**config.mk**
```make
export PLATFORM = sky130hd
export DESIGN_NAME = access_seq
export DESIGN_NICKNAME = d
export VERILOG_FILES = /design/src/hdl/mem_geom_pkg.sv /design/src/hdl/mem_ctrl_pkg.sv /design/src/hdl/line_split.sv /design/src/hdl/access_seq.sv
export SDC_FILE = /design/constraint.sdc
export NUM_CORES = 2
export LEC_CHECK = 0
export BUFFER_PORTS_ARGS = -buffer_cell sky130_fd_sc_hd__buf_2
export CAP_MARGIN = 20
export CORE_AREA = 2 2 361 363
export DETAILED_ROUTE_END_ITERATION = 8
export DIE_AREA = 0 0 363 365
export HOLD_SLACK_MARGIN = 0.08
export PLACE_DENSITY_LB_ADDON = 0.2
export SYNTH_ARGS = -nofsm -noshare
export SYNTH_HDL_FRONTEND = slang
export SYNTH_SLANG_ARGS = --single-unit
```
**constraint.sdc**
```tcl
create_clock -name clk -period 14.75 [get_ports clk]
set_clock_uncertainty 0.1 [all_clocks]
set_input_delay 2.95 -clock clk [delete_from_list [all_inputs] [get_ports clk]]
set_output_delay 2.95 -clock clk [all_outputs]
set_load 0.1 [all_outputs]
```
**src/hdl/mem_geom_pkg.sv**
```systemverilog
// fixed geometry of 16 banks of 32-byte lines over a 19-bit byte address, no other sizes
package mem_geom_pkg;

	// ----------------------------------------
	// address geometry
	// ----------------------------------------

	// byte address seen by the clients
	localparam int ADDR_W = 19;

	// one bank line holds this many bytes
	localparam int LINE_BYTES = 32;

	// byte offset inside a line, address bits 4..0
	localparam int OFFSET_W = 5;

	// bank index is {addr[18:16], addr[5]}
	localparam int NUM_BANKS = 16;

	// row inside a bank, address bits 15..6
	localparam int ROW_W = 10;

	// ----------------------------------------
	// types
	// ----------------------------------------

	typedef logic [ADDR_W-1:0] addr_t;

	typedef logic [$clog2(NUM_BANKS)-1:0] bank_t;

	typedef logic [ROW_W-1:0] row_t;

	typedef logic [OFFSET_W-1:0] offset_t;

	// byte 0 of the line sits in bits 7..0
	typedef logic [LINE_BYTES*8-1:0] line_t;

	// one enable per byte of a line
	typedef logic [LINE_BYTES-1:0] bmask_t;

endpackage

```
**src/hdl/mem_ctrl_pkg.sv**
```systemverilog
// request length is limited to 1..32 bytes, a size of 0 is not supported
package mem_ctrl_pkg;

	// ----------------------------------------
	// client side
	// ----------------------------------------

	localparam int NUM_CLIENTS = 4;

	// request length in bytes, 1 to 32
	typedef logic [5:0] size_t;

	// read wins when a client raises both request lines
	typedef enum logic {
		READ_OP,
		WRITE_OP
	} op_e;

	// ONE / TWO is the number of lines the address spans
	typedef enum logic [2:0] {
		IDLE,
		READ_ONE,
		READ_TWO,
		WRITE_ONE,
		WRITE_TWO
	} seq_state_e;

endpackage

```
**src/hdl/line_split.sv**
```systemverilog
// combinational only; size must be 1..32, so a request never spans more than two lines
`timescale 1ns/1ps

module line_split (
	input  mem_ctrl_pkg::op_e   op,
	input  mem_geom_pkg::addr_t start_addr,
	input  mem_ctrl_pkg::size_t size,
	input  mem_geom_pkg::line_t wr_data,
	output logic                two_line,
	output mem_geom_pkg::bank_t bank0,
	output mem_geom_pkg::bank_t bank1,
	output mem_geom_pkg::row_t  row0,
	output mem_geom_pkg::row_t  row1,
	output mem_geom_pkg::line_t wdata0,
	output mem_geom_pkg::line_t wdata1,
	output mem_geom_pkg::bmask_t bmask0,
	output mem_geom_pkg::bmask_t bmask1
);
	import mem_geom_pkg::*;
	import mem_ctrl_pkg::*;

	// start of the following line, same mapping as the first
	addr_t   next_addr;
	offset_t offset;
	// end of the request measured from the line start, up to 63
	logic [6:0] span_end;
	// bytes that land in line 0 and in line 1
	size_t first_bytes;
	size_t second_bytes;
	// low-aligned runs of ones, one extra bit so a full line fits
	logic [LINE_BYTES:0] ones0;
	logic [LINE_BYTES:0] ones1;

	// ----------------------------------------
	// bank and row mapping
	// ----------------------------------------

	assign offset    = start_addr[OFFSET_W-1:0];
	assign next_addr = start_addr + addr_t'(LINE_BYTES);

	// region from bits 18..16, odd/even bank from bit 5
	assign bank0 = {start_addr[18:16], start_addr[5]};
	assign bank1 = {next_addr[18:16], next_addr[5]};
	assign row0  = start_addr[15:6];
	assign row1  = next_addr[15:6];

	// ----------------------------------------
	// byte counts per line
	// ----------------------------------------

	assign span_end = {2'b00, offset} + {1'b0, size};
	assign two_line = span_end > 7'(LINE_BYTES);

	// line 0 takes the bytes up to its end, the rest spill to line 1
	assign first_bytes  = two_line ? size_t'(LINE_BYTES) - size_t'(offset) : size;
	assign second_bytes = size - first_bytes;

	// ----------------------------------------
	// data placement and byte enables
	// ----------------------------------------

	// move byte 0 of the client data up to the start offset
	assign wdata0 = wr_data << {offset, 3'b000};
	// bytes already placed in line 0 are dropped for line 1
	assign wdata1 = wr_data >> {first_bytes, 3'b000};

	assign ones0 = ({{LINE_BYTES{1'b0}}, 1'b1} << first_bytes) - 1'b1;
	assign ones1 = ({{LINE_BYTES{1'b0}}, 1'b1} << second_bytes) - 1'b1;

	// reads write nothing, so their masks stay clear
	assign bmask0 = (op == WRITE_OP) ? (ones0[LINE_BYTES-1:0] << offset) : '0;
	// line 1 always starts at byte 0
	assign bmask1 = (op == WRITE_OP && two_line) ? ones1[LINE_BYTES-1:0] : '0;

endmodule

```
**src/hdl/access_seq.sv**
```systemverilog
// one request in flight per client; request fields must stay stable until rd_valid or wr_ack
`timescale 1ns/1ps

module access_seq (
	input  logic                                clk,
	input  logic                                rst_n,
	input  logic                                rd_req,
	input  logic                                wr_req,
	input  mem_geom_pkg::addr_t                 start_addr,
	input  mem_ctrl_pkg::size_t                 size,
	input  mem_geom_pkg::line_t                 wr_data,
	input  logic [mem_geom_pkg::NUM_BANKS-1:0]  gnt_col,
	output mem_ctrl_pkg::op_e                   cur_op,
	output logic                                cur_two,
	output mem_geom_pkg::bank_t                 cur_bank0,
	output mem_geom_pkg::bank_t                 cur_bank1,
	output mem_geom_pkg::row_t                  cur_row0,
	output mem_geom_pkg::row_t                  cur_row1,
	output mem_geom_pkg::line_t                 cur_wdata0,
	output mem_geom_pkg::line_t                 cur_wdata1,
	output mem_geom_pkg::bmask_t                cur_bmask0,
	output mem_geom_pkg::bmask_t                cur_bmask1,
	output mem_geom_pkg::offset_t               cur_offset,
	output logic [mem_geom_pkg::NUM_BANKS-1:0]  bank_req_row,
	output logic                                line0_got,
	output logic                                line1_got,
	output logic                                rd_valid,
	output logic                                wr_ack
);
	import mem_geom_pkg::*;
	import mem_ctrl_pkg::*;

	seq_state_e state;
	seq_state_e next_state;
	op_e        req_op;
	// split of the live request, sampled in IDLE
	logic   sp_two;
	bank_t  sp_bank0;
	bank_t  sp_bank1;
	row_t   sp_row0;
	row_t   sp_row1;
	line_t  sp_wdata0;
	line_t  sp_wdata1;
	bmask_t sp_bmask0;
	bmask_t sp_bmask1;
	logic   capture;
	// open bank request per line, and line granted
	logic   req0;
	logic   req1;
	logic   done0;
	logic   done1;
	logic   g0;
	logic   g1;
	logic   fire;

	// read wins over write
	assign req_op = rd_req ? READ_OP : WRITE_OP;

	line_split line_split_i (
		.op         (req_op),
		.start_addr (start_addr),
		.size       (size),
		.wr_data    (wr_data),
		.two_line   (sp_two),
		.bank0      (sp_bank0),
		.bank1      (sp_bank1),
		.row0       (sp_row0),
		.row1       (sp_row1),
		.wdata0     (sp_wdata0),
		.wdata1     (sp_wdata1),
		.bmask0     (sp_bmask0),
		.bmask1     (sp_bmask1)
	);

	// ----------------------------------------
	// sequencer
	// ----------------------------------------

	assign capture = (state == IDLE) && (rd_req || wr_req);

	// valid lands with the last line's data, ack one cycle after the last grant
	assign rd_valid = (state == READ_ONE && done0) || (state == READ_TWO && done0 && done1);
	assign wr_ack   = (state == WRITE_ONE && done0) || (state == WRITE_TWO && done0 && done1);
	assign fire     = rd_valid || wr_ack;

	always_comb begin
		next_state = state;
		case (state)
			IDLE: begin
				if (rd_req) begin
					next_state = sp_two ? READ_TWO : READ_ONE;
				end else if (wr_req) begin
					next_state = sp_two ? WRITE_TWO : WRITE_ONE;
				end
			end
			READ_ONE, READ_TWO, WRITE_ONE, WRITE_TWO: begin
				if (fire) begin
					next_state = IDLE;
				end
			end
			default: next_state = IDLE;
		endcase
	end

	always_ff @(posedge clk or negedge rst_n) begin
		if (!rst_n) begin
			state <= IDLE;
		end else begin
			state <= next_state;
		end
	end

	// captured request, held for the bank muxes and the read merge
	always_ff @(posedge clk) begin
		if (capture) begin
			cur_op     <= req_op;
			cur_two    <= sp_two;
			cur_bank0  <= sp_bank0;
			cur_bank1  <= sp_bank1;
			cur_row0   <= sp_row0;
			cur_row1   <= sp_row1;
			cur_wdata0 <= sp_wdata0;
			cur_wdata1 <= sp_wdata1;
			cur_bmask0 <= sp_bmask0;
			cur_bmask1 <= sp_bmask1;
			cur_offset <= start_addr[OFFSET_W-1:0];
		end
	end

	// ----------------------------------------
	// bank requests and grant tracking
	// ----------------------------------------

	// the two banks of a split request always differ in bit 5
	assign g0 = req0 && gnt_col[cur_bank0];
	assign g1 = req1 && gnt_col[cur_bank1];

	always_ff @(posedge clk or negedge rst_n) begin
		if (!rst_n) begin
			req0      <= 1'b0;
			req1      <= 1'b0;
			done0     <= 1'b0;
			done1     <= 1'b0;
			line0_got <= 1'b0;
			line1_got <= 1'b0;
		end else begin
			// strobes mark the cycle the granted line is on bank_rdata
			line0_got <= g0;
			line1_got <= g1;
			if (capture) begin
				req0  <= 1'b1;
				req1  <= sp_two;
				done0 <= 1'b0;
				done1 <= 1'b0;
			end else begin
				// either order, or both in one cycle
				if (g0) begin
					req0  <= 1'b0;
					done0 <= 1'b1;
				end
				if (g1) begin
					req1  <= 1'b0;
					done1 <= 1'b1;
				end
			end
		end
	end

	always_comb begin
		bank_req_row = '0;
		if (req0) begin
			bank_req_row[cur_bank0] = 1'b1;
		end
		if (req1) begin
			bank_req_row[cur_bank1] = 1'b1;
		end
	end

endmodule

```
Yosys cells after proc, flatten, opt, wreduce, memory -nomap -nowiden
Cells that the tools add are included.
{"block": "op_classes", "add_sub_neg": 6, "muxes": 26, "mul": 0, "eq_ne": 6, "n_div": 0, "n_shift": 5, "bitwise": 1, "n_lt_le_gt_ge": 5, "reduce_logical": 21}
{"operator": "256-bit by 8-bit << shifter with 256-bit output", "n": 1}
{"operator": "256-bit by 9-bit right shift with 256-bit output", "n": 1}
{"operator": "1-bit by 6-bit << shifter with 32-bit output, first input constant", "n": 2}
{"operator": "32-bit by 1-bit subtractor with 32-bit output, second input constant", "n": 2}
{"operator": "16-bit two-way mux", "n": 2}
{"operator": "32-bit by 5-bit << shifter with 32-bit output", "n": 1}
{"operator": "19-bit by 6-bit adder with 19-bit output, second input constant", "n": 1}
{"operator": "16-bit bitwise OR", "n": 1}
{"operator": "1-bit two-way mux", "n": 13}
{"operator": "1-bit logical AND", "n": 12}
{"operator": "3-bit two-way mux", "n": 4}
{"operator": "4-bit by 5-bit less-than comparator with 1-bit output, second input constant", "n": 2}
{"operator": "1-bit binary-select mux with 4-bit select", "n": 2}
{"operator": "1-bit demux with 4-bit select", "n": 2}
{"operator": "4-bit by 1-bit >= comparator with 1-bit output, second input constant", "n": 2}
{"operator": "5-bit by 6-bit adder with 7-bit output", "n": 1}
{"operator": "7-bit by 6-bit > comparator with 1-bit output, second input constant", "n": 1}
{"operator": "3-bit by 2-bit == test with 1-bit output, second input constant", "n": 2}
{"operator": "6-bit two-way mux", "n": 1}
{"operator": "3-bit one-hot mux with 2 select lines", "n": 1}
{"operator": "6-bit by 5-bit subtractor with 6-bit output, first input constant", "n": 1}
{"operator": "6-bit subtractor", "n": 1}
{"operator": "1-bit logical OR", "n": 4}
{"operator": "2-bit nonzero test", "n": 2}
{"operator": "other kinds (8)", "n": 8}
{"block": "word_totals", "elab_cells": 88, "mem_bits_ro": 0, "ramBits": 0, "output_inout_bits": 631, "in_bits": 301, "latch_bits": 0, "ff_bits": 620, "memories": 0}

Depth between registers and ports, before layout
{"block": "depth", "depth_word": 7, "depth_mapped": 36, "ltp_nobuf": 26}

Cells and area by module
From an unflattened synthesis, not the netlist that was laid out.
{"block": "unflattened", "cells_unflattened": 5127, "hier_area_um2": 47809.6}
{"mod": "line_split", "area_per_inst_um2": 28533.6, "seq_area_each_um2": 0.0, "cells_each": 4425, "instances": 1}
{"mod": "access_seq", "area_per_inst_um2": 19276.0, "seq_area_each_um2": 18572.8, "cells_each": 702, "instances": 1}

Worst setup path after synthesis
No wires, ideal clock.
{"block": "synth_timing", "kind": "in2reg", "startpoint": "input rd_req", "endpoint": "register state[1]", "setup_slack_ns": -1.637, "t_required_ns": 14.534, "setup_time_ns": 0.116, "arrival_time_ns": 16.171, "path_stages": 5, "path_buffers": 1, "cell_sequence": "nor2_1 > or4_1 > buf_1 > inv_1 > a21o_1"}
{"block": "synth_between", "elab_chain_cells": 2, "elab_cells_between_ends": 4, "classes_between": "eq/ne: 1; mux: 2; reduce/logical: 1"}
{"item": "start: declaration", "line_no": "access_seq.sv:7", "source": "input logic rd_req,"}
{"item": "3-bit two-way mux or 3-bit inequality test (tied branches)"}
{"item": "3-bit one-hot mux with 2 select lines or 2-bit AND reduction (tied branches)"}
{"item": "end signal: assignment", "line_no": "access_seq.sv:109", "source": "state <= next_state;"}
{"item": "end: declaration", "line_no": "access_seq.sv:33", "source": "seq_state_e state;"}
Parallel ways exist; a longest one is shown, timed or not.
A chain may end at the register's enable or synchronous reset.

Worst setup path in the final report
{"block": "layout_timing", "startpoint": "input start_addr[1]", "endpoint": "register cur_bmask1[10] (data pin)"}
{"block": "layout_between", "elab_chain_cells": 6, "elab_cells_between_ends": 8, "classes_between": "add/sub: 4; order compare: 1; shift: 1; mux: 1; reduce/logical: 1"}
{"item": "start: declaration", "line_no": "access_seq.sv:9", "source": "input mem_geom_pkg::addr_t start_addr,"}
{"item": "5-bit by 6-bit adder with 7-bit output", "line_no": "line_split.sv:51", "source": "assign span_end = {2'b00, offset} + {1'b0, size};"}
{"item": "7-bit by 6-bit > comparator with 1-bit output", "line_no": "line_split.sv:52", "source": "assign two_line = span_end > 7'(LINE_BYTES);"}
{"item": "6-bit two-way mux", "line_no": "line_split.sv:55", "source": "assign first_bytes = two_line ? size_t'(LINE_BYTES) - size_t'(offset) : size;"}
{"item": "6-bit subtractor", "line_no": "line_split.sv:56", "source": "assign second_bytes = size - first_bytes;"}
{"item": "1-bit by 6-bit << shifter with 32-bit output", "line_no": "line_split.sv:68", "source": "assign ones1 = ({{LINE_BYTES{1'b0}}, 1'b1} << second_bytes) - 1'b1;"}
{"item": "32-bit by 1-bit subtractor with 32-bit output", "line_no": "line_split.sv:68"}
{"item": "end signal: assignment", "line_no": "access_seq.sv:125", "source": "cur_bmask1 <= sp_bmask1;"}
{"item": "end: declaration", "line_no": "access_seq.sv:22", "source": "output mem_geom_pkg::bmask_t cur_bmask1,"}
Parallel ways exist; a longest one is shown, timed or not.

==> qor.txt <==
outcome: completed
Hold Crit Depth: 1
slowest CP cell: inv_1
Clock Tree Buf Depth: 3
1st-iter DRT viols: 7766
most used cell, CP: buf_4
flop-to-flop setup slack: 10.33 ns
wire per inst: 39.5 um
final setup TNS: 0 ns
Fin. Hold Viols: 0
Leakage: 23.4 nW
IO buf count: 931
f_max: 94.9 MHz
crit path from: start_addr[1]
I/O Pins: 932
cell count along the critical path: 25
Die W: 363 um
largest cells by area after synthesis: edfxtp_1 (39%), mux2i_1 (16%), mux4_2 (7.3%), nand2_1 (6.9%), o21ai_0 (3.4%)
final slew viol count: 0
Worst setup SP type: input port
Max Cap Violations: 0
crit path capture: cur_bmask1[10]
power per cell area: 247 mW/mm^2
number of synthesized flops with an enable pin: 611
gr ovfl total: 0
Avg Inst Size Synth: 9.48 um^2
fraction of layout cells with a size suffix above 1: 24.5%
YS warnings: 0
Final Cycle Share: 71.4%
Post-CTS Setup Bufs: 0
CTS Sinks: 620
critical path class: input port to register
GP Congestion: 1.06
nets: 5991
endpoints failing setup: 0
Main synth FF type: edfxtp_1
final WL: 296 mm
RSZ-0062 raised after global routing: false
Hold Buf Count CTS: 0
worst-case hold slack: 0.487 ns
Critical Path Max Stage Delay: 0.64 ns
Initial Util: 37.0%
Synthesized Nets: 5340
Final WS setup: 4.22 ns
via/cell ratio: 6.61
Critical Path RT: 15.14 ns
worst rel slew slack: 18.6%
Mapped Area: 0.0476 mm^2
CTS resizes: 0
area post-placement: 0.0535 mm^2
CTS H-tree lvls: 3
DR DRC count: 0
sequential cell area fraction in the yosys report: 39.0%
number of library cell types mapped by synthesis: 106
Storage cell area: 0.0186 mm^2
CTS tree: done
Placed Cells: 7277
Area Overhead vs Synth: 17.4%
min Tclk post-route: 10.53 ns
Core Area: 0.129 mm^2
worst path buffer plus inverter count: 7
Routed Antenna Nets: 0
Gate Count Post-Synth: 5023
ys async rst share: 1.45%
vias in the first global route: 44.8k
final-layout fill cell count: 12.8k
FF-to-FF End: cur_wdata0[222]
clock-pin transition on the worst setup and hold timing paths: 0.06 ns
post-DP HPWL: 232 mm
Final Util: 43.4%
family with the most delay on the worst path: simple AND/OR/NAND/NOR gates
Detailed Routing Iterations Pass 1: 8
cell taking the most area after synthesis: edfxtp_1
worst slew pin tran: 1.22 ns
min-delay worst type: register to register
initial antenna violation count: 137
Final Cell Area: 0.0559 mm^2
via count: 49.5k
FF-to-FF path depth: 5
Crit Path Max Fanout: 98
DIE AREA: 0.132 mm^2
Total Power: 13.8 mW
r2r startpoint: state[1]
Multi-input gate area: 0.0272 mm^2
Tot GR Track Use: 43.0%
Seq cells post-synth: 620
pre-CTS WS: 3.71 ns
Rows: 132
Worst VDD drop: 0.335 mV
CTS Root Cell: clkbuf_16
global-route wire length before repair: 390 mm
Die Y: 365 um
Skew-Pair Late Insertion Delay: 0.67 ns
CTS Buf Count: 69
area fraction of the dominant cell type after synthesis: 38.5%
Crit path arrival time: 10.93 ns
final std cells w/o fill: 7495
maximum number of pins on one net before global-route repair: 164
CP endpoint kind: register
[cell families (layout without fill, tap and decap cells)]
family / after synthesis / in the layout / share of synthesized area, %
other: 0 / 99 / 0
and+or+nand+nor: 1785 / 1785 / 16.1
xor gates and xnor gates: 28 / 28 / 0.515
adders and majority gates: 16 / 16 / 0.436
muxes: 978 / 978 / 24.8
buffers and inverters: 481 / 1179 / 4.06
AOI/OAI and AO/OA: 1115 / 1115 / 15.1
DFF: 620 / 620 / 39.0
[routing by layer]
| layer | track usage (%) | up-vias | part of all wire [%] |
|---|---|---|---|
| li1 | - | 20241 | - |
| met1 | 57.3 | 24625 | 40 |
| met2 | 60.3 | 3864 | 41 |
| met3 | 13.6 | 733 | 12 |
| met4 | 26.4 | 52 | 6.8 |
| met5 | 0 | - | 0.11 |
[placed cells by master, fill, tap and decap left out, types with 21 or more instances in the layout]
master       n
diode_2     99
edfxtp_1   611
a211oi_1    68
nor2b_1     28
clkbuf_16   69
nand3_1    223
mux2i_1    766
inv_1       25
o211ai_1    51
o21ai_0    319
buf_2      926
and2_1      85
a32o_1      36
and3_1      32
xnor2_1     21
a22oi_1     21
nand2_1    877
o21a_1      22
mux4_2     154
nor3_1      36
nor2_1     420
buf_4       87
a31oi_1     21
mux2_2      57
a21oi_1    261
o22ai_1     95
[synthesized netlist by cell type (85+ instances only)]
cell      instances
a21oi_1         263
and2_1           85
buf_1            91
clkbuf_1        276
edfxtp_1        611
mux2i_1         766
mux4_2          154
nand2_1         880
nand3_1         224
nor2_1          421
o21ai_0         319
o22ai_1          95
[sequential cells by signal (all words and copies together), names as in the netlist, 5 cells and up]
signal      flops
cur_wdata0    256
cur_wdata1    256
cur_bmask0     32
cur_offset      5
cur_row1       10
cur_bmask1     32
cur_row0       10
[worst register-to-register path, stage by stage, from the launching register on]
cell and delay, ns:
dfrtp_1 0.42, or4_1 0.77, clkinvlp_4 0.19, buf_12 0.64, buf_4 1.00, buf_12 0.69
[how the worst min path moves through the flow]
stage,from,end,slack [ns]
floorplan,done0,state[0],0.42
global placement,done1,done1,0.45
detailed placement,done1,done1,0.46
CTS,done1,done1,0.48
global route,state[2],state[0],0.51
finish,done0,state[0],0.49
[final cells by class]
| class | instances | share of cell area [%] |
|---|---|---|
| Clock buffer | 81 | 3.17 |
| Tap cell | 1675 | 3.75 |
| Antenna cell | 99 | 0.443 |
| Inverter | 37 | 0.305 |
| Multi-Input combinational cell | 3922 | 48.7 |
| Timing Repair Buffer | 1024 | 9.77 |
| Clock inverter | 37 | 0.640 |
| Sequential cell | 620 | 33.2 |
[power by group]
group / leakage, nW / total, mW / switching (mW) / internal [mW]
logic: 16.3 / 8.76 / 7.49 / 1.27
clock network: 1.02 / 1.71 / 0.774 / 0.937
registers: 6.05 / 3.31 / 0.362 / 2.94
total: 23.4 / 13.8 / 8.63 / 5.15
Note: power is estimated with default switching activity, not from simulation.
